### src/hw/pairControl.sv
`timescale 1ns/10ps
`default_nettype none

module pairControl (
    input  wire  clk,
    input  wire  arstN,
    input  wire  pairReq,
    input  wire  fault1,
    input  wire  fault0,
    input  wire  done1,
    input  wire  done0,
    output logic pairAck,
    output logic start,
    output logic suppress0,
    output logic excpM
);

    logic reqQ;
    logic busy;
    logic bothDone;

    // rising edge of the external request kicks off both lanes
    assign start = pairReq && !reqQ;

    // a faulting older instruction cancels the younger one
    assign suppress0 = fault1;

    assign bothDone = busy && done1 && done0;

    always_ff @(posedge clk or negedge arstN) begin
        if (!arstN) begin
            reqQ    <= 1'b0;
            busy    <= 1'b0;
            pairAck <= 1'b0;
            excpM   <= 1'b0;
        end else begin
            reqQ <= pairReq;
            if (start) begin
                busy <= 1'b1;
            end else if (bothDone) begin
                // join, results stay valid while pairAck is high
                busy    <= 1'b0;
                pairAck <= 1'b1;
                excpM   <= fault1 || fault0;
            end else if (pairAck && !pairReq) begin
                pairAck <= 1'b0;
                excpM   <= 1'b0;
            end
        end
    end

endmodule

`default_nettype wire

### config.mk
export PLATFORM = sky130hd
export DESIGN_NAME = pairControl
export DESIGN_NICKNAME = d
export VERILOG_FILES = /design/src/hw/pairControl.sv
export SDC_FILE = /design/constraint.sdc
export NUM_CORES = 1
export LEC_CHECK = 0
export BUFFER_PORTS_ARGS = -buffer_cell sky130_fd_sc_hd__buf_2
export CAP_MARGIN = 20
export CELL_PAD_IN_SITES_DETAIL_PLACEMENT = 1
export CELL_PAD_IN_SITES_GLOBAL_PLACEMENT = 2
export CORE_AREA = 3 3 40 42
export CTS_CLUSTER_SIZE = 25
export DETAILED_ROUTE_END_ITERATION = 12
export DIE_AREA = 0 0 43 45
export GPL_TIMING_DRIVEN = 0
export PLACE_DENSITY_LB_ADDON = 0.1
export SYNTH_ARGS = -nofsm -noshare
export SYNTH_HDL_FRONTEND = slang
export SYNTH_SLANG_ARGS = --single-unit
### constraint.sdc
create_clock -name clk -period 2.7 [get_ports clk]
set_input_delay 0.81 -clock clk [delete_from_list [all_inputs] [get_ports clk]]
set_output_delay 0.81 -clock clk [all_outputs]
set_load 0.01 [all_outputs]
==> results.sh <==
export IMPL_seqCellArea_sq_um=100.1
export IMPL_drive_gt1_share_pct=57.14
export IMPL_fp_dieArea_sq_um=1935
export IMPL_netlist_area_sq_um=182.7
export IMPL_std_cell_rows=13
export IMPL_numPlacedInstances=40
export IMPL_fin_crit_ns=2.059
export IMPL_setup_violations_final=0
export IMPL_instances_no_fill=43
export IMPL_fmax_mhz=485.8
export IMPL_cts_tree="done"
export IMPL_dr_pass1_iters=2
export IMPL_p_leak_nw=0.1524
export IMPL_fill_cells=153
export IMPL_run_status="finished, final reports clean"
export IMPL_fin_skew_ns=0.002071
export IMPL_drt_antenna_violating_nets=0
export IMPL_synth_top_area_share_pct=54.79
export IMPL_die_w_microns=43
export IMPL_max_cap_viol_count=0
export IMPL_report_final_slew_viol_count=0
export IMPL_grt_met3_usage_pct=1.992
export IMPL_multi_input_area_sq_um=75.07
export IMPL_fin_ws_ns=0.6415
export IMPL_crit_start="pairReq"
export IMPL_final_nets=37
export IMPL_gp_congestion=0.6517
export IMPL_synth_seq_area_share_pct=54.79
export IMPL_track_usage_pct=5.435
export IMPL_cts_hold_buf=0
export IMPL_totalPowerFinal_w=0.0001765
export IMPL_ctsResizeCount=0
export IMPL_grt_busiest_layer="met4"
export IMPL_grt_pass1_wl_microns=717
export IMPL_slew_headroom_pct=91.18
export IMPL_grt_max_degree=5
export IMPL_routedWlPerCell_microns=10.00
export IMPL_synth_warnings=0
export IMPL_crit_arrival_ns=1.25
export IMPL_required_ns=1.89
export IMPL_fp_coreArea_sq_um=1285
export IMPL_whs_ns=0.3763
export IMPL_cp_start_kind="primary input"
export IMPL_drc_errors=0
export IMPL_ys_ff_latch=4
export IMPL_antenna_found_initial=0
export IMPL_cts_made_buffers=3
export IMPL_dr_first_iter_drc_count=1
export IMPL_worstSetupPathType="primary input to output pin"
export IMPL_min_path_type="primary input to asynchronous set/reset pin"
export IMPL_min_period_over_period_pct=76.24
export IMPL_path_clk_slew_ns=0.04
export IMPL_r2r_start="busy"
export IMPL_ios=11
export IMPL_postCtsSetupRepairBufs=0
export IMPL_grt_overflow_total=0
export IMPL_yosys_area_top_type="dfrtp_1"
export IMPL_crit_fanout=4
export IMPL_io_buffers=10
export IMPL_clk_latency_ns=0.23
export IMPL_finalHoldViolCount=0
export IMPL_vias_per_cell=3.581
export IMPL_r2r_slack_ns=1.49
export IMPL_die_y_microns=45
export IMPL_use_met1_pct=5.854
export IMPL_diodes=0
export IMPL_root_buffer="clkbuf_4"
export IMPL_start_util_pct=14.22
export IMPL_wirelength_microns=430
export IMPL_vias=154
export IMPL_clock_sinks=4
export IMPL_htreeDepth=1
export IMPL_synth_area_per_cell_sq_um=12.18
export IMPL_syn_instance_count=15
export IMPL_clockBufferDepth=2
export IMPL_syn_nets=22
export IMPL_tightest_slew_ns=0.1287
export IMPL_p_per_area_nw_per_um2=644.0
export IMPL_tns_ns=0
export IMPL_endpoint_kind="output pin"
export IMPL_rsz0062_at_grt="false"
export IMPL_synthToLayoutAreaGrowth_pct=50.00
export IMPL_synth_cell_type_count=10
export IMPL_grt_pass1_vias=190
export IMPL_use_met2_pct=7.186
export IMPL_yosys_top_cells_area="dfrtp_1, a21o_1, o221a_2"
export IMPL_pre_cts_ws_ns=0.6357
export IMPL_vdd_drop_max_uv=172.9
[layout make-up]
cell class              count  share of cell area [%]
flip-flops and latches      4                   36.53
clock buffers               3                   8.219
well taps                  15                   6.849
repair buffers             10                   18.26
multi-input cells          10                   27.40
plain buffers               1                   2.740
[placed cells by master, fill, tap and decap left out, types with 2 or more instances in the layout]
master	count
clkbuf_4	3
dfrtp_1	4
nor2_1	2
a21o_1	2
buf_2	10
[stage by stage]
step | instance area, sq um | util (%)
5_1_grt | 274.0 | 21.32
3_5_place_dp | 251.5 | 19.57
4_1_cts | 274.0 | 21.32
2_1_floorplan | 182.7 | -
3_3_place_gp | 251.5 | 19.57
6_report | 274.0 | 21.32
[logic make-up after synthesis]
group | share of synthesized area, %
DFF | 54.80
buffers and inverters | 4.111
AOI/OAI and AO/OA | 14.38
and+or+nand+nor | 21.23
muxes | 5.480
[state kept, by name (all words and copies together) (netlist names)]
| signal | flops |
|---|---|
| excpM | 1 |
| reqQ | 1 |
| pairAck | 1 |
| busy | 1 |
[critical path, stage by stage]
cell	delay [ns]
buf_2	0.12
and2b_1	0.17
buf_2	0.14
[per-layer routing]
| layer | up-vias | part of all wire, % |
|---|---|---|
| li1 | 79 | - |
| met1 | 70 | 39 |
| met2 | 5 | 49 |
| met3 | 0 | 11 |
| met4 | 0 | 0 |
| met5 | - | 0 |
[synthesized netlist by cell type]
master and count:
nand3_2 1, dfrtp_1 4, nand2_1 1, nor2_1 2, mux2i_1 1, a21o_1 2
buf_4 1, or4b_1 1, and2b_1 1, o221a_2 1
[path summary, 6_finish.rpt]
| kind | end | depth (start not counted) |
|---|---|---|
| worst min-delay path | busy | 1 |
| worst max-delay path | start | 3 |
| worst max register to register | excpM | 3 |
| worst min register to register | busy | 1 |
| min in group clk | busy | 1 |
| max in group asynchronous | pairAck | 1 |
[report_power, final]
group	switching [W]	internal, W
combinational	0.0000146	0.0000179
clock	0.0000212	0.0000495
sequential	0.00000466	0.0000686
total	0.0000405	0.000136
(Power assumes the default switching activity.)
