`src/include/mem_config.svh`:
```
`ifndef MEM_CONFIG_SVH
`define MEM_CONFIG_SVH

// data path width in bits
`define MEM_WORD_BITS 32

// ram size in words
// a power of two, so the word index simply wraps
`define MEM_DEPTH_WORDS 256

`endif

```
`src/hw/memPkg.sv`:
```
`default_nettype none

`include "mem_config.svh"

package memPkg;

    // data or address word
    typedef logic [`MEM_WORD_BITS-1:0] word_t;

    // one enable per byte lane
    typedef logic [`MEM_WORD_BITS/8-1:0] strobe_t;

    typedef enum logic [1:0] {
        MSIZE1,
        MSIZE2,
        MSIZE4
    } msize_e;

    // address error on load or on store
    typedef enum logic [1:0] {
        EXC_NONE,
        EXC_ADEL,
        EXC_ADES
    } excCode_e;

    typedef enum logic [1:0] {
        IDLE,
        REQ,
        WAITDROP,
        DONE
    } laneState_e;

    typedef enum logic [1:0] {
        FREE,
        GRANT1,
        GRANT0
    } arbState_e;

endpackage

`default_nettype wire

```
`src/hw/dbusIf.sv`:
```
`timescale 1ns/10ps
`default_nettype none

interface dbusIf;
    import memPkg::*;

    // request side, held stable while req is high
    logic    req;
    word_t   addr;
    word_t   wdata;
    strobe_t strobe;
    logic    write;

    // response, rdata only meaningful while ack is high
    logic    ack;
    word_t   rdata;

    modport master (
        output req,
        output addr,
        output wdata,
        output strobe,
        output write,
        input  ack,
        input  rdata
    );

    modport slave (
        input  req,
        input  addr,
        input  wdata,
        input  strobe,
        input  write,
        output ack,
        output rdata
    );

endinterface

`default_nettype wire

```
`src/hw/memLane.sv`:
```
`timescale 1ns/10ps
`default_nettype none

module memLane (
    input  wire                clk,
    input  wire                arstN,
    input  wire                start,
    input  wire                suppress,
    input  wire                valid,
    input  wire                isLoad,
    input  wire                isStore,
    input  wire memPkg::msize_e size,
    input  wire memPkg::word_t addr,
    input  wire memPkg::word_t wdata,
    output logic               fault,
    output logic               done,
    output memPkg::word_t      rdata,
    output memPkg::excCode_e   excp,
    dbusIf.master              bus
);
    import memPkg::*;

    laneState_e state;
    logic       take;
    logic       validQ;
    logic       isLoadQ;
    logic       isStoreQ;
    msize_e     sizeQ;
    word_t      addrQ;
    word_t      wdataQ;
    word_t      rdataQ;
    logic       isAccess;
    logic       isWrite;
    logic       misalign;
    logic       needBus;
    strobe_t    strobe;
    word_t      wordOut;
    word_t      shifted;
    word_t      loadWord;

    // new instruction accepted only between pairs
    assign take = start && (state == IDLE || state == DONE);

    assign isAccess = validQ && (isLoadQ || isStoreQ);
    assign isWrite  = isStoreQ && !isLoadQ;

    always_comb begin
        case (sizeQ)
            MSIZE2:  misalign = addrQ[0];
            MSIZE4:  misalign = |addrQ[1:0];
            default: misalign = 1'b0;
        endcase
    end

    assign fault   = isAccess && misalign && !suppress;
    assign needBus = isAccess && !misalign && !suppress;

    always_comb begin
        excp = EXC_NONE;
        if (fault) begin
            excp = isLoadQ ? EXC_ADEL : EXC_ADES;
        end
    end

    // byte and half data replicated across the word, strobe picks the lane
    always_comb begin
        case (sizeQ)
            MSIZE1: begin
                strobe  = strobe_t'(1) << addrQ[1:0];
                wordOut = {4{wdataQ[7:0]}};
            end
            MSIZE2: begin
                strobe  = addrQ[1] ? 4'b1100 : 4'b0011;
                wordOut = {2{wdataQ[15:0]}};
            end
            default: begin
                strobe  = '1;
                wordOut = wdataQ;
            end
        endcase
    end

    // right-align the loaded bytes, zero the rest
    always_comb begin
        shifted = bus.rdata >> {addrQ[1:0], 3'b000};
        case (sizeQ)
            MSIZE1:  loadWord = word_t'(shifted[7:0]);
            MSIZE2:  loadWord = word_t'(shifted[15:0]);
            default: loadWord = shifted;
        endcase
    end

    assign bus.req    = (state == REQ) && needBus;
    assign bus.addr   = addrQ;
    assign bus.wdata  = wordOut;
    assign bus.strobe = isWrite ? strobe : '0;
    assign bus.write  = isWrite;

    always_ff @(posedge clk or negedge arstN) begin
        if (!arstN) begin
            state    <= IDLE;
            validQ   <= 1'b0;
            isLoadQ  <= 1'b0;
            isStoreQ <= 1'b0;
        end else begin
            case (state)
                IDLE, DONE: begin
                    if (take) begin
                        state    <= REQ;
                        validQ   <= valid;
                        isLoadQ  <= isLoad;
                        isStoreQ <= isStore;
                    end
                end
                REQ: begin
                    // faulting, suppressed or idle lanes skip the bus
                    if (!needBus) begin
                        state <= DONE;
                    end else if (bus.ack) begin
                        state <= WAITDROP;
                    end
                end
                WAITDROP: begin
                    if (!bus.ack) begin
                        state <= DONE;
                    end
                end
                default: state <= IDLE;
            endcase
        end
    end

    always_ff @(posedge clk) begin
        if (take) begin
            sizeQ  <= size;
            addrQ  <= addr;
            wdataQ <= wdata;
            rdataQ <= '0;
        end else if (state == REQ && bus.ack && !isWrite) begin
            rdataQ <= loadWord;
        end
    end

    assign done  = (state == DONE);
    assign rdata = rdataQ;

endmodule

`default_nettype wire

```
`src/flat_wrapper.sv`:
```
// flat-port wrapper written by rule: the top's interface ports become plain ports
module memLane_flat import memPkg::*;
  (clk, arstN, start, suppress, valid, isLoad, isStore, size, addr, wdata, fault, done, rdata, excp, bus_req, bus_addr, bus_wdata, bus_strobe, bus_write, bus_ack, bus_rdata);
  dbusIf bus_i ();
  input  wire clk;
  input  wire arstN;
  input  wire start;
  input  wire suppress;
  input  wire valid;
  input  wire isLoad;
  input  wire isStore;
  input  wire memPkg::msize_e size;
  input  wire memPkg::word_t addr;
  input  wire memPkg::word_t wdata;
  output logic fault;
  output logic done;
  output memPkg::word_t rdata;
  output memPkg::excCode_e excp;
  output wire logic [$bits(bus_i.req)-1:0] bus_req;
  output wire logic [$bits(bus_i.addr)-1:0] bus_addr;
  output wire logic [$bits(bus_i.wdata)-1:0] bus_wdata;
  output wire logic [$bits(bus_i.strobe)-1:0] bus_strobe;
  output wire logic [$bits(bus_i.write)-1:0] bus_write;
  input wire logic [$bits(bus_i.ack)-1:0] bus_ack;
  input wire logic [$bits(bus_i.rdata)-1:0] bus_rdata;
  assign bus_req = bus_i.req;
  assign bus_addr = bus_i.addr;
  assign bus_wdata = bus_i.wdata;
  assign bus_strobe = bus_i.strobe;
  assign bus_write = bus_i.write;
  assign bus_i.ack = bus_ack;
  assign bus_i.rdata = bus_rdata;
  memLane u_core (.clk(clk), .arstN(arstN), .start(start), .suppress(suppress), .valid(valid), .isLoad(isLoad), .isStore(isStore), .size(size), .addr(addr), .wdata(wdata), .fault(fault), .done(done), .rdata(rdata), .excp(excp), .bus(bus_i));
endmodule
```
`config.mk`:
```
export PLATFORM = sky130hd
export DESIGN_NAME = memLane_flat
export DESIGN_NICKNAME = d
export VERILOG_FILES = /design/src/hw/memPkg.sv /design/src/hw/dbusIf.sv /design/src/hw/memLane.sv /design/src/flat_wrapper.sv
export VERILOG_INCLUDE_DIRS = /design/src /design/src/include
export SDC_FILE = /design/constraint.sdc
export NUM_CORES = 1
export LEC_CHECK = 0
export BUFFER_PORTS_ARGS = -buffer_cell sky130_fd_sc_hd__buf_2
export CORE_MARGIN = 10
export CORE_UTILIZATION = 50
export DETAILED_ROUTE_END_ITERATION = 6
export GPL_TIMING_DRIVEN = 1
export PLACE_DENSITY = 0.86
export SYNTH_ARGS = -nofsm -noshare
export SYNTH_HDL_FRONTEND = slang
export SYNTH_SLANG_ARGS = --single-unit
```
`constraint.sdc`:
```
create_clock -name clk -period 8.3 [get_ports clk]
set_clock_uncertainty 0.05 [all_clocks]
set_input_delay 1.66 -clock clk [delete_from_list [all_inputs] [get_ports clk]]
set_output_delay 1.66 -clock clk [all_outputs]
set_load 0.03 [all_outputs]
```
==> results of run 1 <==
## worst paths after layout
check | end | depth (start not counted) | slack, ns
max in group asynchronous | u_core.state[1] | 1 | 7.02
worst max-delay path | bus_wdata[22] | 5 | 3.86
worst max register to register | u_core.rdata[15] | 6 | 5.69
worst min register to register | u_core.rdata[1] | 2 | 0.41
min in group asynchronous | u_core.isLoadQ | 1 | 1.05
worst min-delay path | u_core.rdata[1] | 2 | 0.41
## synth_stat cells (2+ instances only)
| library cell | number |
|---|---|
| clkbuf_1 | 11 |
| o2bb2ai_1 | 8 |
| ha_1 | 6 |
| nor2_1 | 28 |
| dfrtp_1 | 5 |
| nor2_2 | 2 |
| nor3_1 | 4 |
| o211ai_1 | 9 |
| o21ai_0 | 8 |
| inv_1 | 9 |
| a22oi_1 | 33 |
| nand2_1 | 43 |
| a21oi_1 | 12 |
| edfxtp_1 | 66 |
| buf_2 | 5 |
| buf_4 | 10 |
| nand2b_1 | 2 |
| a22o_1 | 8 |
| dfxtp_1 | 32 |
| mux2_2 | 14 |
| mux2i_1 | 17 |
## layer usage
layer / global-route usage / part of all wire / routed length [um]
met1: 0.220 / 0.37 / 5030
met2: 0.329 / 0.49 / 6520
met3: 0.103 / 0.12 / 1560
met4: 0.0635 / 0.021 / 285
met5: 0 / 0.0015 / 20
## per-stage QoR
step	util	setup slack (ns)
after floorplan	-	3.85
after global placement	0.648	4.23
after detailed placement	0.648	4.17
after CTS	0.671	3.88
after global routing	0.671	3.64
final	0.671	3.86
## cells in the final DEF (no fill, tap or decap), types with 9 or more instances in the layout
cell type and n:
a21oi_1 12, a22oi_1 33, edfxtp_1 66, mux2i_1 17, mux2_2 14, buf_2 211, nor2_1 28, dfxtp_1 32
inv_1 9, clkbuf_8 9, nand2_1 43, o211ai_1 9
## critical path, stage by stage (launching register included)
cell and delay (ns):
edfxtp_1 0.46, inv_1 0.18, ha_1 0.47, nor2_2 0.68, mux2_2 0.40, buf_2 0.18
## registers in the layout (all words and copies together), names as in the netlist
name	cells
u_core.isStoreQ	1
u_core.bus.addr	32
u_core.wdataQ	32
u_core.isLoadQ	1
u_core.state	2
u_core.rdata	32
u_core.sizeQ	2
u_core.validQ	1
## power breakdown
part,total [uW],internal (uW),switching (uW)
clock,300,117,183
combinational,1030,289,740
sequential,812,735,76.7
## logic make-up after synthesis
group | count (synthesis) | share of synthesized area
AO/OA/AOI/OAI | 81 | 0.135
adder cells (fa/ha/maj) | 6 | 0.0173
buffers and inverters | 37 | 0.0420
flip-flops | 103 | 0.632
multiplexers | 31 | 0.0755
AND/OR/NAND/NOR | 89 | 0.0974
## layout make-up
cell class                      instances  area, um2  share of cell area
Tap cell                              105        131              0.0235
Inverter                               11       41.3             0.00738
Clock buffer                           10        128              0.0228
Timing Repair Buffer                  213       1070               0.191
Clock inverter                          6       62.6              0.0112
Sequential cell                       103       2750               0.491
Multi-Input combinational cell        207       1420               0.253
==> flow_metrics.env, run 1 <==
export IMPL_dpl_hpwl_mm=10.4
export IMPL_outcome="complete, no violations"
export IMPL_cp_arrival_ns=2.73
export IMPL_core_um2=8340
export IMPL_routed_wl_mm=13.4
export IMPL_drt_initial_drc_count=259
export IMPL_htree_levels=3
export IMPL_rsz0062_at_grt="false"
export IMPL_relSlewSlack=0.187
export IMPL_cts_num_sinks=103
export IMPL_drv_cap=0
export IMPL_synthToLayoutAreaGrowth_pct=28.9
export IMPL_worst_setup_path_end_kind="output port"
export IMPL_p_leak_uw=0.00255
export IMPL_worst_ep_required_time_ns=6.59
export IMPL_final_cells=655
export IMPL_initial_core_util=0.521
export IMPL_fin_crit_sh=0.535
export IMPL_yosysWarnings=0
export IMPL_ir_drop_uv=217
export IMPL_hold_viol=0
export IMPL_yosys_register_bits=103
export IMPL_num_vias=3540
export IMPL_die_x_um=113
export IMPL_boundaryPins=212
export IMPL_grt_pass1_vias=3624
export IMPL_holdBufCountCts=0
export IMPL_cts_resized=0
export IMPL_synthCells=347
export IMPL_worstPathMaxFanout=20
export IMPL_num_rows=33
export IMPL_setup_violations=0
export IMPL_postLayoutCellArea_um2=5600
export IMPL_grt_max_degree=67
export IMPL_postRouteAntennaNets=0
export IMPL_grt_pass1_wl_mm=20.3
export IMPL_r2r_start="u_core.sizeQ[1]"
export IMPL_synth_nets=459
export IMPL_maxSlewViolCount=0
export IMPL_clock_path_buffers=2
export IMPL_numCtsBuffers=9
export IMPL_max_slew_worst_pin_slew_ns=1.22
export IMPL_drive_gt1_frac=0.462
export IMPL_drt_pass1_iterations=5
export IMPL_dpl_cell_count=639
export IMPL_clk_pin_slew_worst_paths_ns=0.10
export IMPL_grt_usage=0.200
export IMPL_cts_tree="built"
export IMPL_cp_startpoint="u_core.sizeQ[1]"
export IMPL_drc=0
export IMPL_yosys_area_top_type="edfxtp_1"
export IMPL_overflow=0
export IMPL_fill_cells=630
export IMPL_hold_class="flop to flop"
export IMPL_die_h_um=113
export IMPL_fmax_mhz=225
export IMPL_fin_setup_tns_ns=0
export IMPL_final_nets=657
export IMPL_holdCritStartpoint="u_core.rdata[1]"
export IMPL_antenna_found_initial=1
export IMPL_synthArstFlopShare=0.0485
export IMPL_post_route_min_period_ns=4.44
export IMPL_insertion_delay_ns=0.36
export IMPL_post_cts_buffers=0
export IMPL_clockRootBuffer="clkbuf_8"
export IMPL_critical_path_class="flop to output port"
export IMPL_gp_congestion=0.822
export IMPL_via_per_inst=5.40
export IMPL_design_die_area_um2=12800
export IMPL_synth_area_top_cells="edfxtp_1 46%, dfxtp_1 15%, a22oi_1 5.7%"
export IMPL_synth_cell_types=36
export IMPL_synthFlopType="edfxtp_1"
export IMPL_synth_edf_count=66
export IMPL_syn_area_per_cell_um2=12.5
export IMPL_syn_cell_area_um2=4340
export IMPL_cellPowerDensity_nw_per_um2=382
export IMPL_wl_per_cell_um=20.5
export IMPL_n_antenna_cell=0
export IMPL_ys_seq_area_frac=0.632
export IMPL_synth_top_cell_area_share=0.456
export IMPL_timing_hold_ws_ns=0.412
export IMPL_critPathLaunchType="flop"
export IMPL_port_buffers=211
export IMPL_finalPower_uw=2140
export IMPL_place_area_um2=5410
(Power assumes the default switching activity.)
==> run 2: changes to the inputs <==
--- a/config.mk
+++ b/config.mk
@@ -8,10 +8,10 @@
 export LEC_CHECK = 0
 export BUFFER_PORTS_ARGS = -buffer_cell sky130_fd_sc_hd__buf_2
 export CORE_MARGIN = 10
-export CORE_UTILIZATION = 50
+export CORE_UTILIZATION = 46
 export DETAILED_ROUTE_END_ITERATION = 6
 export GPL_TIMING_DRIVEN = 1
-export PLACE_DENSITY = 0.86
+export PLACE_DENSITY = 0.8
 export SYNTH_ARGS = -nofsm -noshare
 export SYNTH_HDL_FRONTEND = slang
 export SYNTH_SLANG_ARGS = --single-unit
==> constraint.sdc (replaced) <==
create_clock -name clk -period 4.6 [get_ports clk]
set_clock_uncertainty 0.05 [all_clocks]
set_input_delay 0.92 -clock clk [delete_from_list [all_inputs] [get_ports clk]]
set_output_delay 0.92 -clock clk [all_outputs]
set_load 0.03 [all_outputs]
==> run 2 against run 1 <==
- sequential power up 81%
- register-to-register slack worse by 3.6 ns
- clock power up 110%
- largest power group unchanged
- global-route usage down 0.52 points
- non-clock buffer count unchanged
- cell count up 3.7%
- worst setup slack worse by 3.0 ns
- worst hold slack worse by 0.13 ns
==> flow_metrics.env, run 2 (synthesis gave the netlist of run 1 again) <==
export IMPL_boundaryPins=212
export IMPL_cellPowerDensity_nw_per_um2=699
export IMPL_grt_pass1_vias=3704
export IMPL_fmax_mhz=265
export IMPL_cp_endpoint="excp[1]"
export IMPL_final_cell_mix="211 x buf_2, 66 x edfxtp_1, 43 x nand2_1, 33 x a22oi_1, 32 x dfxtp_1"
export IMPL_holdBufCountCts=0
export IMPL_design_die_area_um2=13700
export IMPL_overflow=0
export IMPL_routed_wl_mm=13.7
export IMPL_drt_initial_drc_count=292
export IMPL_insertion_delay_ns=0.38
export IMPL_via_per_inst=5.17
export IMPL_seqPwrFrac=0.371
export IMPL_die_x_um=117
export IMPL_r2r_start="u_core.sizeQ[1]"
export IMPL_final_common_cell="buf_2"
export IMPL_swShare=0.469
export IMPL_post_cts_buffers=0
export IMPL_drv_cap=0
export IMPL_clockRootBuffer="clkbuf_8"
export IMPL_drc=0
export IMPL_worst_setup_path_end_kind="output port"
export IMPL_post_route_min_period_ns=3.78
export IMPL_reg2reg_depth=6
export IMPL_fin_crit_sh=0.821
export IMPL_worstPathMaxFanout=16
export IMPL_cts_tree="built"
export IMPL_grt_pass1_wl_mm=20.1
export IMPL_clock_path_buffers=2
export IMPL_pre_cts_ws_ns=1.25
export IMPL_outcome="complete, no violations"
export IMPL_critPathLaunchType="flop"
export IMPL_setup_violations=0
export IMPL_drive_gt1_frac=0.464
export IMPL_die_h_um=117
export IMPL_combPwrFrac=0.473
export IMPL_num_vias=3511
export IMPL_postRouteAntennaNets=0
export IMPL_dpl_hpwl_mm=10.6
export IMPL_power_net_switching_uw=1860
export IMPL_initial_core_util=0.470
export IMPL_p_leak_uw=0.00257
export IMPL_port_buffers=211
export IMPL_wl_per_cell_um=20.2
export IMPL_ir_drop_uv=366
export IMPL_n_antenna_cell=0
export IMPL_gp_congestion=0.814
export IMPL_numCtsBuffers=9
export IMPL_drt_pass1_iterations=6
export IMPL_htree_levels=3
export IMPL_fin_setup_tns_ns=0
export IMPL_grt_usage=0.195
export IMPL_rsz0062_at_grt="false"
export IMPL_critical_path_class="flop to output port"
export IMPL_cp_startpoint="u_core.sizeQ[1]"
export IMPL_r2r_end="u_core.rdata[15]"
export IMPL_layout_setup_ws_ns=0.824
export IMPL_antenna_found_initial=0
export IMPL_core_um2=9240
export IMPL_cts_resized=0
export IMPL_fill_cells=763
export IMPL_cp_arrival_ns=2.81
export IMPL_worst_ep_required_time_ns=3.63
export IMPL_max_slew_worst_pin_slew_ns=1.24
export IMPL_num_rows=35
export IMPL_relSlewSlack=0.174
export IMPL_regToRegSetupSlack_ns=2.05
export IMPL_clk_pin_slew_worst_paths_ns=0.12
export IMPL_grt_max_degree=64
export IMPL_hold_class="input port to async pin"
export IMPL_finalPower_uw=3960
export IMPL_clkPwrFrac=0.156
export IMPL_maxSlewViolCount=0
export IMPL_final_nets=657
export IMPL_hold_viol=0
export IMPL_internal_power_uw=2100
export IMPL_synthToLayoutAreaGrowth_pct=30.4
export IMPL_cts_num_sinks=103
[run 2: cell type report]
class / instances / area (um2) / share of cell area
clock buffers: 10 / 149 / 0.0263
clock inverters: 6 / 77.6 / 0.0137
inverters: 11 / 41.3 / 0.00729
multi-input cells: 207 / 1420 / 0.250
flip-flops and latches: 103 / 2750 / 0.485
well taps: 129 / 161 / 0.0285
repair buffers: 213 / 1070 / 0.189
[run 2: worst min-delay path by stage]
stage                     cells after the start  slack (ns)             from              end
after floorplan                               1        0.43    u_core.validQ    u_core.validQ
after global placement                        2        0.39  u_core.rdata[4]  u_core.rdata[4]
after detailed placement                      2        0.40  u_core.rdata[3]  u_core.rdata[3]
after CTS                                     1        0.27            arstN    u_core.validQ
after global routing                          1        0.27            arstN    u_core.validQ
final                                         1        0.28            arstN    u_core.validQ
[run 2: power by group through the flow]
stage	logic [uW]	clock network, uW	registers, uW
6_report	1870	616	1470
5_1_grt	2020	664	1500
4_1_cts	1890	632	1470
3_5_place_dp	1880	0	1490
3_3_place_gp	1850	0	1470
2_1_floorplan	1050	0	1780
[run 2: worst max-delay path: stages, from the launching register on]
cell,delay [ns]
edfxtp_1,0.48
inv_1,0.22
ha_1,0.54
o21ai_0,0.14
a21boi_1,0.41
inv_1,0.15
nor3_1,0.24
buf_2,0.25
[run 2: layer usage]
metal  track usage  share of wire
met5             0              0
met4        0.0643          0.019
met3         0.102           0.13
met2         0.328           0.49
met1         0.206           0.36
[run 2: stage by stage]
step	cells	instance area, um2	hold WS (ns)	utilization
global placement	663	5440	0.391	0.588
CTS	679	5660	0.273	0.613
finish	679	5660	0.279	0.613
global route	679	5660	0.270	0.613
floorplan	347	4340	0.431	-
detailed placement	663	5440	0.401	0.588
