## config.mk

```make
export PLATFORM = sky130hd
export DESIGN_NAME = dbusArbiter_flat
export DESIGN_NICKNAME = d
export VERILOG_FILES = /design/src/hw/memPkg.sv /design/src/hw/dbusIf.sv /design/src/hw/dbusArbiter.sv /design/src/flat_wrapper.sv
export VERILOG_INCLUDE_DIRS = /design/src /design/src/include
export SDC_FILE = /design/constraint.sdc
export NUM_CORES = 1
export LEC_CHECK = 0
export BUFFER_PORTS_ARGS = -buffer_cell sky130_fd_sc_hd__buf_2
export CORE_AREA = 2 2 120 122
export DETAILED_ROUTE_END_ITERATION = 8
export DIE_AREA = 0 0 122 124
export GPL_TIMING_DRIVEN = 0
export PLACE_DENSITY_LB_ADDON = 0.25
export RECOVER_POWER = 25
export SKIP_CTS_REPAIR_TIMING = 1
export SYNTH_ARGS = -nofsm -noshare
export SYNTH_HDL_FRONTEND = slang
export SYNTH_SLANG_ARGS = --single-unit
```

## constraint.sdc

```tcl
create_clock -name clk -period 1.9 [get_ports clk]
set_input_delay 0.095 -clock clk [delete_from_list [all_inputs] [get_ports clk]]
set_output_delay 0.095 -clock clk [all_outputs]
set_load 0.01 [all_outputs]
```

## src/include/mem_config.svh

```systemverilog
`ifndef MEM_CONFIG_SVH
`define MEM_CONFIG_SVH

// data path width in bits
`define MEM_WORD_BITS 32

// ram size in words
// a power of two, so the word index simply wraps
`define MEM_DEPTH_WORDS 256

`endif

```

## src/hw/memPkg.sv

```systemverilog
`default_nettype none

`include "mem_config.svh"

package memPkg;

    // data or address word
    typedef logic [`MEM_WORD_BITS-1:0] word_t;

    // one enable per byte lane
    typedef logic [`MEM_WORD_BITS/8-1:0] strobe_t;

    typedef enum logic [1:0] {
        MSIZE1,
        MSIZE2,
        MSIZE4
    } msize_e;

    // address error on load or on store
    typedef enum logic [1:0] {
        EXC_NONE,
        EXC_ADEL,
        EXC_ADES
    } excCode_e;

    typedef enum logic [1:0] {
        IDLE,
        REQ,
        WAITDROP,
        DONE
    } laneState_e;

    typedef enum logic [1:0] {
        FREE,
        GRANT1,
        GRANT0
    } arbState_e;

endpackage

`default_nettype wire

```

## src/hw/dbusIf.sv

```systemverilog
`timescale 1ns/10ps
`default_nettype none

interface dbusIf;
    import memPkg::*;

    // request side, held stable while req is high
    logic    req;
    word_t   addr;
    word_t   wdata;
    strobe_t strobe;
    logic    write;

    // response, rdata only meaningful while ack is high
    logic    ack;
    word_t   rdata;

    modport master (
        output req,
        output addr,
        output wdata,
        output strobe,
        output write,
        input  ack,
        input  rdata
    );

    modport slave (
        input  req,
        input  addr,
        input  wdata,
        input  strobe,
        input  write,
        output ack,
        output rdata
    );

endinterface

`default_nettype wire

```

## src/hw/dbusArbiter.sv

```systemverilog
`timescale 1ns/10ps
`default_nettype none

module dbusArbiter (
    input wire    clk,
    input wire    arstN,
    dbusIf.slave  older,
    dbusIf.slave  younger,
    dbusIf.master mem
);
    import memPkg::*;

    arbState_e state;
    arbState_e nextState;

    // older lane always wins, keeps program order for same-word pairs
    always_comb begin
        nextState = state;
        case (state)
            FREE: begin
                if (older.req) begin
                    nextState = GRANT1;
                end else if (younger.req) begin
                    nextState = GRANT0;
                end
            end
            // release only after the full four-phase cycle
            GRANT1: begin
                if (!older.req && !mem.ack) begin
                    nextState = FREE;
                end
            end
            GRANT0: begin
                if (!younger.req && !mem.ack) begin
                    nextState = FREE;
                end
            end
            default: nextState = FREE;
        endcase
    end

    always_ff @(posedge clk or negedge arstN) begin
        if (!arstN) begin
            state <= FREE;
        end else begin
            state <= nextState;
        end
    end

    always_comb begin
        mem.req       = 1'b0;
        mem.addr      = older.addr;
        mem.wdata     = older.wdata;
        mem.strobe    = older.strobe;
        mem.write     = older.write;
        older.ack     = 1'b0;
        older.rdata   = '0;
        younger.ack   = 1'b0;
        younger.rdata = '0;
        case (state)
            GRANT1: begin
                mem.req     = older.req;
                older.ack   = mem.ack;
                older.rdata = mem.rdata;
            end
            GRANT0: begin
                mem.req       = younger.req;
                mem.addr      = younger.addr;
                mem.wdata     = younger.wdata;
                mem.strobe    = younger.strobe;
                mem.write     = younger.write;
                younger.ack   = mem.ack;
                younger.rdata = mem.rdata;
            end
            default: ;
        endcase
    end

endmodule

`default_nettype wire

```

## src/flat_wrapper.sv

```systemverilog
// flat-port wrapper written by rule: the top's interface ports become plain ports
module dbusArbiter_flat import memPkg::*;
  (clk, arstN, older_req, older_addr, older_wdata, older_strobe, older_write, older_ack, older_rdata, younger_req, younger_addr, younger_wdata, younger_strobe, younger_write, younger_ack, younger_rdata, mem_req, mem_addr, mem_wdata, mem_strobe, mem_write, mem_ack, mem_rdata);
  dbusIf older_i ();
  dbusIf younger_i ();
  dbusIf mem_i ();
  input wire clk;
  input wire arstN;
  input wire logic [$bits(older_i.req)-1:0] older_req;
  input wire logic [$bits(older_i.addr)-1:0] older_addr;
  input wire logic [$bits(older_i.wdata)-1:0] older_wdata;
  input wire logic [$bits(older_i.strobe)-1:0] older_strobe;
  input wire logic [$bits(older_i.write)-1:0] older_write;
  output wire logic [$bits(older_i.ack)-1:0] older_ack;
  output wire logic [$bits(older_i.rdata)-1:0] older_rdata;
  input wire logic [$bits(younger_i.req)-1:0] younger_req;
  input wire logic [$bits(younger_i.addr)-1:0] younger_addr;
  input wire logic [$bits(younger_i.wdata)-1:0] younger_wdata;
  input wire logic [$bits(younger_i.strobe)-1:0] younger_strobe;
  input wire logic [$bits(younger_i.write)-1:0] younger_write;
  output wire logic [$bits(younger_i.ack)-1:0] younger_ack;
  output wire logic [$bits(younger_i.rdata)-1:0] younger_rdata;
  output wire logic [$bits(mem_i.req)-1:0] mem_req;
  output wire logic [$bits(mem_i.addr)-1:0] mem_addr;
  output wire logic [$bits(mem_i.wdata)-1:0] mem_wdata;
  output wire logic [$bits(mem_i.strobe)-1:0] mem_strobe;
  output wire logic [$bits(mem_i.write)-1:0] mem_write;
  input wire logic [$bits(mem_i.ack)-1:0] mem_ack;
  input wire logic [$bits(mem_i.rdata)-1:0] mem_rdata;
  assign older_i.req = older_req;
  assign older_i.addr = older_addr;
  assign older_i.wdata = older_wdata;
  assign older_i.strobe = older_strobe;
  assign older_i.write = older_write;
  assign older_ack = older_i.ack;
  assign older_rdata = older_i.rdata;
  assign younger_i.req = younger_req;
  assign younger_i.addr = younger_addr;
  assign younger_i.wdata = younger_wdata;
  assign younger_i.strobe = younger_strobe;
  assign younger_i.write = younger_write;
  assign younger_ack = younger_i.ack;
  assign younger_rdata = younger_i.rdata;
  assign mem_req = mem_i.req;
  assign mem_addr = mem_i.addr;
  assign mem_wdata = mem_i.wdata;
  assign mem_strobe = mem_i.strobe;
  assign mem_write = mem_i.write;
  assign mem_i.ack = mem_ack;
  assign mem_i.rdata = mem_rdata;
  dbusArbiter u_core (.clk(clk), .arstN(arstN), .older(older_i), .younger(younger_i), .mem(mem_i));
endmodule
```

==> results of run 1 <==
[metrics by stage]
stage	setup TNS, ps	hold WS [ps]	total power [mW]	util [%]
after global routing	-1260	239	3.25	24.7
after global placement	0	-118	2.63	23.8
after CTS	-1790	-349	2.98	24.4
after detailed placement	0	-118	2.64	23.8
after floorplan	0	-201	1.61	-
final	0	183	3.01	24.7
[worst register-to-register path, cell delays in order, from the launching register on]
cell,delay (ps)
dfrtp_1,400
inv_1,100
ha_1,340
o21ai_0,210
a31oi_1,220
a31oi_1,60
[cell families (layout without fill, tap and decap cells)]
group           Yosys count  count (layout)  synth area share (%)
compound gates            6               6                  2.35
fa+ha+maj                 4               4                  3.35
buf+inv                  17             333                  6.45
flops                     2               2                  3.35
mux                      69              69                  54.6
simple gates             71              71                  29.9
[power by group]
| part | internal, mW | switching [mW] |
|---|---|---|
| combinational | 1.34 | 1.28 |
| clock | 0.267 | 0.0450 |
| sequential | 0.0610 | 0.0145 |
[worst max path at each step]
stage,endpoint,slack (ps),depth (start not counted)
final,older_rdata[10],30,5
after global routing,older_rdata[10],-70,5
after floorplan,mem_strobe[0],480,6
after CTS,mem_addr[20],-150,6
after global placement,mem_addr[24],100,6
after detailed placement,mem_addr[24],80,6
[per-layer routing]
layer | track usage (%) | share of wire (%)
met1 | 12.2 | 35
met2 | 22.8 | 54
met3 | 2.43 | 10
met4 | 0.431 | 0.17
met5 | 0 | 0.32
[area by class of cell]
type                    instances  area, µm²
flip-flops and latches          2       50.0
fillers                      1536      10300
multi-input cells             150       1350
well taps                     180        225
plain buffers                  14        111
inverters                       3       11.3
repair buffers                313       1580
clock buffers                   3       75.1
[synthesized netlist by cell type (all sizes together)]
cell type and n:
dfrtp 2, a22oi 1, nor2b 1, mux2 69
nand2b 2, buf 8, and2 66, inv 3
clkbuf 6, and3 1, ha 4, a31oi 2
nand4b 1, o21ai 3
[layout by cell type, fill, tap and decap left out, types with 2 or more instances in the layout]
cell and instances:
a31oi_1 2, and2_0 4, and2_1 62, buf_12 2
buf_2 297, buf_4 2, buf_6 2, clkbuf_1 15
clkbuf_16 3, clkbuf_2 3, clkbuf_4 3, dfrtp_1 2
ha_1 4, inv_1 2, mux2_2 59, mux2_4 10
nand2b_1 2, o21ai_0 2
==> flow_summary.yaml, run 1 <==
yosys:
  synthTopCellsByArea: "mux2_2 (45%), and2_1 (28%), mux2_4 (10%)"
  yosysTopAreaCell: "mux2_2"
  netlist_area_mm2: 0.00149
  yosysWarnings: 0
  syn-num-nets: 348
  synth_cell_types: 18
  syn_area_per_cell_um2: 8.83
  ys_ff_latch: 2
  ys_seq_area_share_pct: 3.35
  synth_cells: 169
  synth_top_cell_area_share_pct: 44.5
flow_run:
  max-cap-violations: 0
route:
  wl_per_cell_um: 14.8
  drt_iter0_markers: 27
  drc_errors: 0
  first_pass_iters: 3
  wirelength_um: 9860
  viasPerCell: 3.80
  ant_nets: 0
  vias: 2524
global_route:
  grt_use_total_pct: 11.2
  overflow: 0
  grt_pass1_wl_um: 12800
  grt_max_degree: 11
  grt_pass1_vias: 2302
  antenna_found_initial: 3
clocking:
  clkLatencyLatePin_ps: 220
  numCtsBuffers: 3
  cts.clk_slew.worst_paths_ps: 30
  cts_htree_levels: 1
  cts_buffer_depth: 2
  cts_tree: "built"
  cts_root_buffer: "clkbuf_16"
  cts_num_sinks: 2
layout:
  regMostFlops: "u_core.state"
  largest_reg_flops: 2
  fin_area_mm2: 0.00339
  nets: 666
  area_growth_pct: 127
  final_cells: 665
  drive_gt1_share_pct: 79.0
  num_antenna_cells: 0
  top_regs: "u_core.state x2"
pwr:
  power_density_mw_per_mm2: 886
  power_leakage_nw: 1.93
  peakVddDrop_uv: 382
timing:
  postLayoutSetupSlackWorst_ps: 25.0
  finalSetupViolCount: 0
  max_freq_mhz: 533
  fin_crit_sh_pct: 98.7
  fin_skew_ps: 1.92
  maxSlewHeadroom_pct: 73.7
  fin_crit_ps: 1870
  tightest_slew_ps: 395
  grt_setup_unrepaired: "true"
  hold_violations: 0
  slew_violations: 0
critical_path:
  critPathCaptureType: "primary output"
  r2r_end: "u_core.state[1]"
  startpoint: "u_core.state[1]"
  r2r_cells: 5
  worst_ep_arrival_time_ps: 1780
  crit_slowest_cell: "dfrtp_1"
  crit_fanout: 10
  start_kind: "flip-flop"
  critPathBufInv: 3
  rrSetupSlack_ps: 420
  cp_top_family: "buffers and inverters"
  required_ps: 1800
  crit_type: "reg -> out"
  r2r-start: "u_core.state[1]"
  max_stage_delay_ps: 400
  path_cells: "inv_1, ha_1, clkbuf_1, and2_1, buf_2"
placed_design:
  dpl.hpwl_um: 9090
  dpl-instance-area_mm2: 0.00327
  pre_cts_slack_ps: 76.3
  port_buffers: 310
  placedCellCount: 659
  place_congestion: 0.786
die:
  initial_core_util_pct: 10.9
  io_pins: 311
  die_h_um: 124
  die-area_mm2: 0.0151
  die_w_um: 122
  rows: 43
  core-area_mm2: 0.0137
run_status:
  status: "complete, no violations"
min_path:
  min_to: "u_core.state[0]"
  hp-class: "in -> reg"
  min_path_cells: 3
  worstHoldStart: "older_req"
Note: power is estimated with default switching activity, not from simulation.
==> inputs of run 2 (changes only) <==
Settings changed: CORE_AREA 2 2 120 122 to 5 5 117 119, CTS_BUF_LIST from default to sky130_fd_sc_hd__clkbuf_16.
==> run 2 against run 1 <==
Worst setup slack better by 49 ps. Worst hold slack better by 12 ps. Combinational power shrank 2%. Critical path depth grew 2. Die area did not move. First-iteration DRC count is 7.4% higher. Flip-flop and latch count is the same.
==> flow_summary.yaml, run 2 (same netlist as run 1, synthesis figures left out) <==
die:
  initial_core_util_pct: 12.0
  die_w_um: 122
  io_pins: 311
  rows: 41
  die-area_mm2: 0.0151
  core-area_mm2: 0.0125
  die_h_um: 124
timing:
  holdWs_ps: 195
  slew_violations: 0
  fin_skew_ps: 0.817
  postLayoutSetupSlackWorst_ps: 74.4
  fin_crit_ps: 1830
  max_freq_mhz: 548
  fin_crit_sh_pct: 96.1
  finalSetupTns_ps: 0
  tightest_slew_ps: 314
  finalSetupViolCount: 0
  maxSlewHeadroom_pct: 79.1
  hold_violations: 0
  grt_setup_unrepaired: "false"
critical_path:
  startpoint: "u_core.state[0]"
  worst_ep_arrival_time_ps: 1730
  start_kind: "flip-flop"
  r2r-start: "u_core.state[1]"
  max_stage_delay_ps: 390
  path_cells: "inv_2, ha_1, buf_6, buf_12, buf_12, mux2_4, buf_2"
  crit_type: "reg -> out"
  crit_slowest_cell: "dfrtp_1"
  required_ps: 1800
  cp_common_cell: "buf_12"
  critPathBufInv: 5
  cp_top_family: "buffers and inverters"
  crit_fanout: 10
  critPathCaptureType: "primary output"
clocking:
  cts_num_sinks: 2
  cts_tree: "built"
  cts_buffer_depth: 2
  cts_root_buffer: "clkbuf_16"
  cts.clk_slew.worst_paths_ps: 30
  numCtsBuffers: 3
  clkLatencyLatePin_ps: 220
  cts_htree_levels: 1
route:
  drc_errors: 0
  viasPerCell: 3.83
  wirelength_um: 9150
  first_pass_iters: 4
  wl_per_cell_um: 13.9
  drt_iter0_markers: 29
  vias: 2513
  ant_nets: 0
min_path:
  worstHoldStart: "older_req"
  hp-class: "in -> reg"
layout:
  final_cells: 656
  num_antenna_cells: 0
  regMostFlops: "u_core.state"
  drive_gt1_share_pct: 78.1
  mostFrequentLayoutCells: "buf_2 (291), mux2_2 (59), and2_1 (57)"
  fin_area_mm2: 0.00336
  top_regs: "u_core.state x2"
  largest_reg_flops: 2
  area_growth_pct: 125
  nets: 665
  mostFrequentLayoutCell: "buf_2"
  post-route-util_pct: 27.0
placed_design:
  dpl-instance-area_mm2: 0.00326
  dpl.hpwl_um: 8450
  placedCellCount: 651
  pre_cts_slack_ps: 189
  place_congestion: 0.825
  port_buffers: 310
pwr:
  power_density_mw_per_mm2: 879
  p_total_mw: 2.95
  power_leakage_nw: 1.91
  peakVddDrop_uv: 313
run_status:
  status: "complete, no violations"
global_route:
  antenna_found_initial: 0
  grt_max_degree: 11
  grt_pass1_wl_um: 12800
  grt_use_total_pct: 10.5
  grt_pass1_vias: 2634
  overflow: 0
flow_run:
  max-cap-violations: 0
run 2: cell types whose count changed in the layout (fill, tap and decap cells not counted), moves of 2 or more:
cell,before,now
buf_2,297,291
and2_1,62,57
and2_0,4,9
clkbuf_1,15,20
clkbuf_2,3,5
run 2: layout make-up:
type | count | area, µm²
plain buffers | 14 | 118
flip-flops and latches | 2 | 50.0
repair buffers | 312 | 1550
clock buffers | 3 | 75.1
well taps | 172 | 215
multi-input cells | 150 | 1350
inverters | 3 | 11.3
fillers | 1404 | 9100
run 2: worst paths after layout:
check | endpoint | slack (ps) | depth (start not counted)
max in group asynchronous | u_core.state[0] | 1570 | 2
worst min register to register | u_core.state[1] | 680 | 2
worst max-delay path | mem_wdata[24] | 70 | 7
worst max register to register | u_core.state[1] | 420 | 5
min in group asynchronous | u_core.state[1] | 210 | 2
worst min-delay path | u_core.state[0] | 190 | 3
run 2: power by group:
group | total (mW) | internal [mW] | switching, mW
sequential | 0.0785 | 0.0609 | 0.0175
clock | 0.319 | 0.268 | 0.0512
combinational | 2.56 | 1.32 | 1.24
run 2: tightest hold or removal path: stages:
cell      delay, ps
buf_2           110
nand4b_1         80
o21ai_0          80
run 2: metal layers:
metal  vias up  part of all wire, %  global-route usage, %
met3         4                   12                   2.63
met4         0                 0.81                   2.66
met5         -                    0                      0
met1      1121                   32                   10.3
met2       182                   55                   21.6
li1       1206                    -                      -
==> inputs of run 3 (changes only) <==
Settings changed: CTS_BUF_LIST sky130_fd_sc_hd__clkbuf_16 to sky130_fd_sc_hd__clkbuf_8.
==> run 3 against run 2 <==
Power fell by 5.0%. Clock skew grew 2.0 ps. Utilization fell by 0.26 points. Final cell count unchanged. Register-to-register slack about the same. Sequential share of layout area is essentially flat. Die area unchanged. Sequential power about the same. Critical endpoint unchanged. Highest routed layer unchanged.
==> flow_summary.yaml, run 3 (same netlist as run 1, synthesis figures left out) <==
layout:
  nets: 665
  area_growth_pct: 123
  top_regs: "u_core.state x2"
  drive_gt1_share_pct: 78.3
  regMostFlops: "u_core.state"
  seq_area_um2: 50.0
  post-route-util_pct: 26.7
  mostFrequentLayoutCell: "buf_2"
  mostFrequentLayoutCells: "buf_2 (292), mux2_2 (59), and2_1 (57)"
  largest_reg_flops: 2
  fin_area_mm2: 0.00333
  multi_input_area_mm2: 0.00135
  final_cells: 656
  fillers: 1402
  num_antenna_cells: 0
global_route:
  overflow: 0
  met1_usage_pct: 10.3
  antenna_found_initial: 0
  grt_busiest_layer: "met2"
  grt_max_degree: 11
  grt_pass1_vias: 2634
  grt_pass1_wl_um: 12800
  use_met3_pct: 2.63
  grt_use_total_pct: 10.5
  met2_usage_pct: 21.6
clocking:
  numCtsBuffers: 3
  cts_tree: "built"
  cts_num_sinks: 2
  cts_buffer_depth: 2
  cts_root_buffer: "clkbuf_8"
  cts_htree_levels: 1
  clkLatencyLatePin_ps: 210
  cts.clk_slew.worst_paths_ps: 30
pwr:
  p_total_mw: 2.81
  swShare_pct: 46.1
  combPwrFrac_pct: 91.1
  peakVddDrop_uv: 300
  pwr-share-seq_pct: 2.8
  power_leakage_nw: 1.90
  p_switching_mw: 1.29
  intPower_mw: 1.51
  power_density_mw_per_mm2: 843
  clkPwrFrac_pct: 6.2
placed_design:
  pre_cts_slack_ps: 189
  place_congestion: 0.825
  placedCellCount: 651
  dpl.hpwl_um: 8450
  port_buffers: 310
  dpl-instance-area_mm2: 0.00326
timing:
  maxSlewHeadroom_pct: 79.1
  max_freq_mhz: 551
  finalSetupTns_ps: 0
  grt_setup_unrepaired: "false"
  fin_crit_sh_pct: 95.5
  finalSetupViolCount: 0
  hold_violations: 0
  fin_crit_ps: 1820
  holdWs_ps: 202
  fin_skew_ps: 2.85
  postLayoutSetupSlackWorst_ps: 85.0
  tightest_slew_ps: 314
  slew_violations: 0
die:
  die_h_um: 124
  rows: 41
  core-area_mm2: 0.0125
  die_w_um: 122
  die-area_mm2: 0.0151
  io_pins: 311
  initial_core_util_pct: 12.0
critical_path:
  r2r_cells: 5
  cp_common_cell: "buf_12"
  crit_type: "reg -> out"
  max_stage_delay_ps: 390
  worst_ep_arrival_time_ps: 1720
  required_ps: 1800
  crit_fanout: 10
  critPathCaptureType: "primary output"
  path_cells: "inv_2, ha_1, buf_6, buf_12, buf_12, mux2_4, buf_2"
  start_kind: "flip-flop"
  crit_slowest_cell: "dfrtp_1"
  rrSetupSlack_ps: 430
route:
  drt_iter0_markers: 29
  first_pass_iters: 4
  ant_nets: 0
  vias: 2510
  drc_errors: 0
  wl_per_cell_um: 13.9
  wirelength_um: 9140
  viasPerCell: 3.83
run_status:
  status: "complete, no violations"
flow_run:
  max-cap-violations: 0
min_path:
  hp-class: "in -> reg"
  min_path_cells: 3
[run 3: changes by cell type in the layout (fill, tap and decap cells not counted)]
cell	before	now
buf_2	291	292
buf_4	2	1
clkbuf_1	20	19
clkbuf_16	3	0
clkbuf_4	4	5
clkbuf_8	0	3
[run 3: final cells by class]
| cell class | count | area share [%] |
|---|---|---|
| timing repair buffer | 312 | 46.5 |
| multi-input combinational | 150 | 40.5 |
| tap | 172 | 6.47 |
| buffer | 14 | 3.53 |
| sequential | 2 | 1.50 |
| clock buffer | 3 | 1.24 |
| inverter | 3 | 0.338 |
[run 3: layer usage]
layer,vias up,wire [µm]
met5,-,0
met4,0,74
met3,4,1120
met2,182,5020
met1,1118,2920
li1,1206,-
[run 3: worst max-delay path: cells and delay by family (launching register included)]
kind	cells	cell delay, ps
buf+inv	5	640
flops	1	390
mux	1	310
fa+ha+maj	1	160
[run 3: final timing paths]
path / startpoint / endpoint
min in group asynchronous: arstN / u_core.state[1]
worst max register to register: u_core.state[1] / u_core.state[1]
worst min-delay path: older_req / u_core.state[0]
worst max-delay path: u_core.state[0] / mem_wdata[24]
max in group asynchronous: arstN / u_core.state[0]
worst min register to register: u_core.state[1] / u_core.state[1]
[run 3: power by group through the flow]
stage,clock (mW),combinational [mW],sequential [mW]
after detailed placement,0,2.55,0.0754
after CTS,0.181,2.56,0.0766
after global placement,0,2.55,0.0761
after global routing,0.185,2.79,0.0811
final,0.173,2.55,0.0785
after floorplan,0,1.53,0.0717
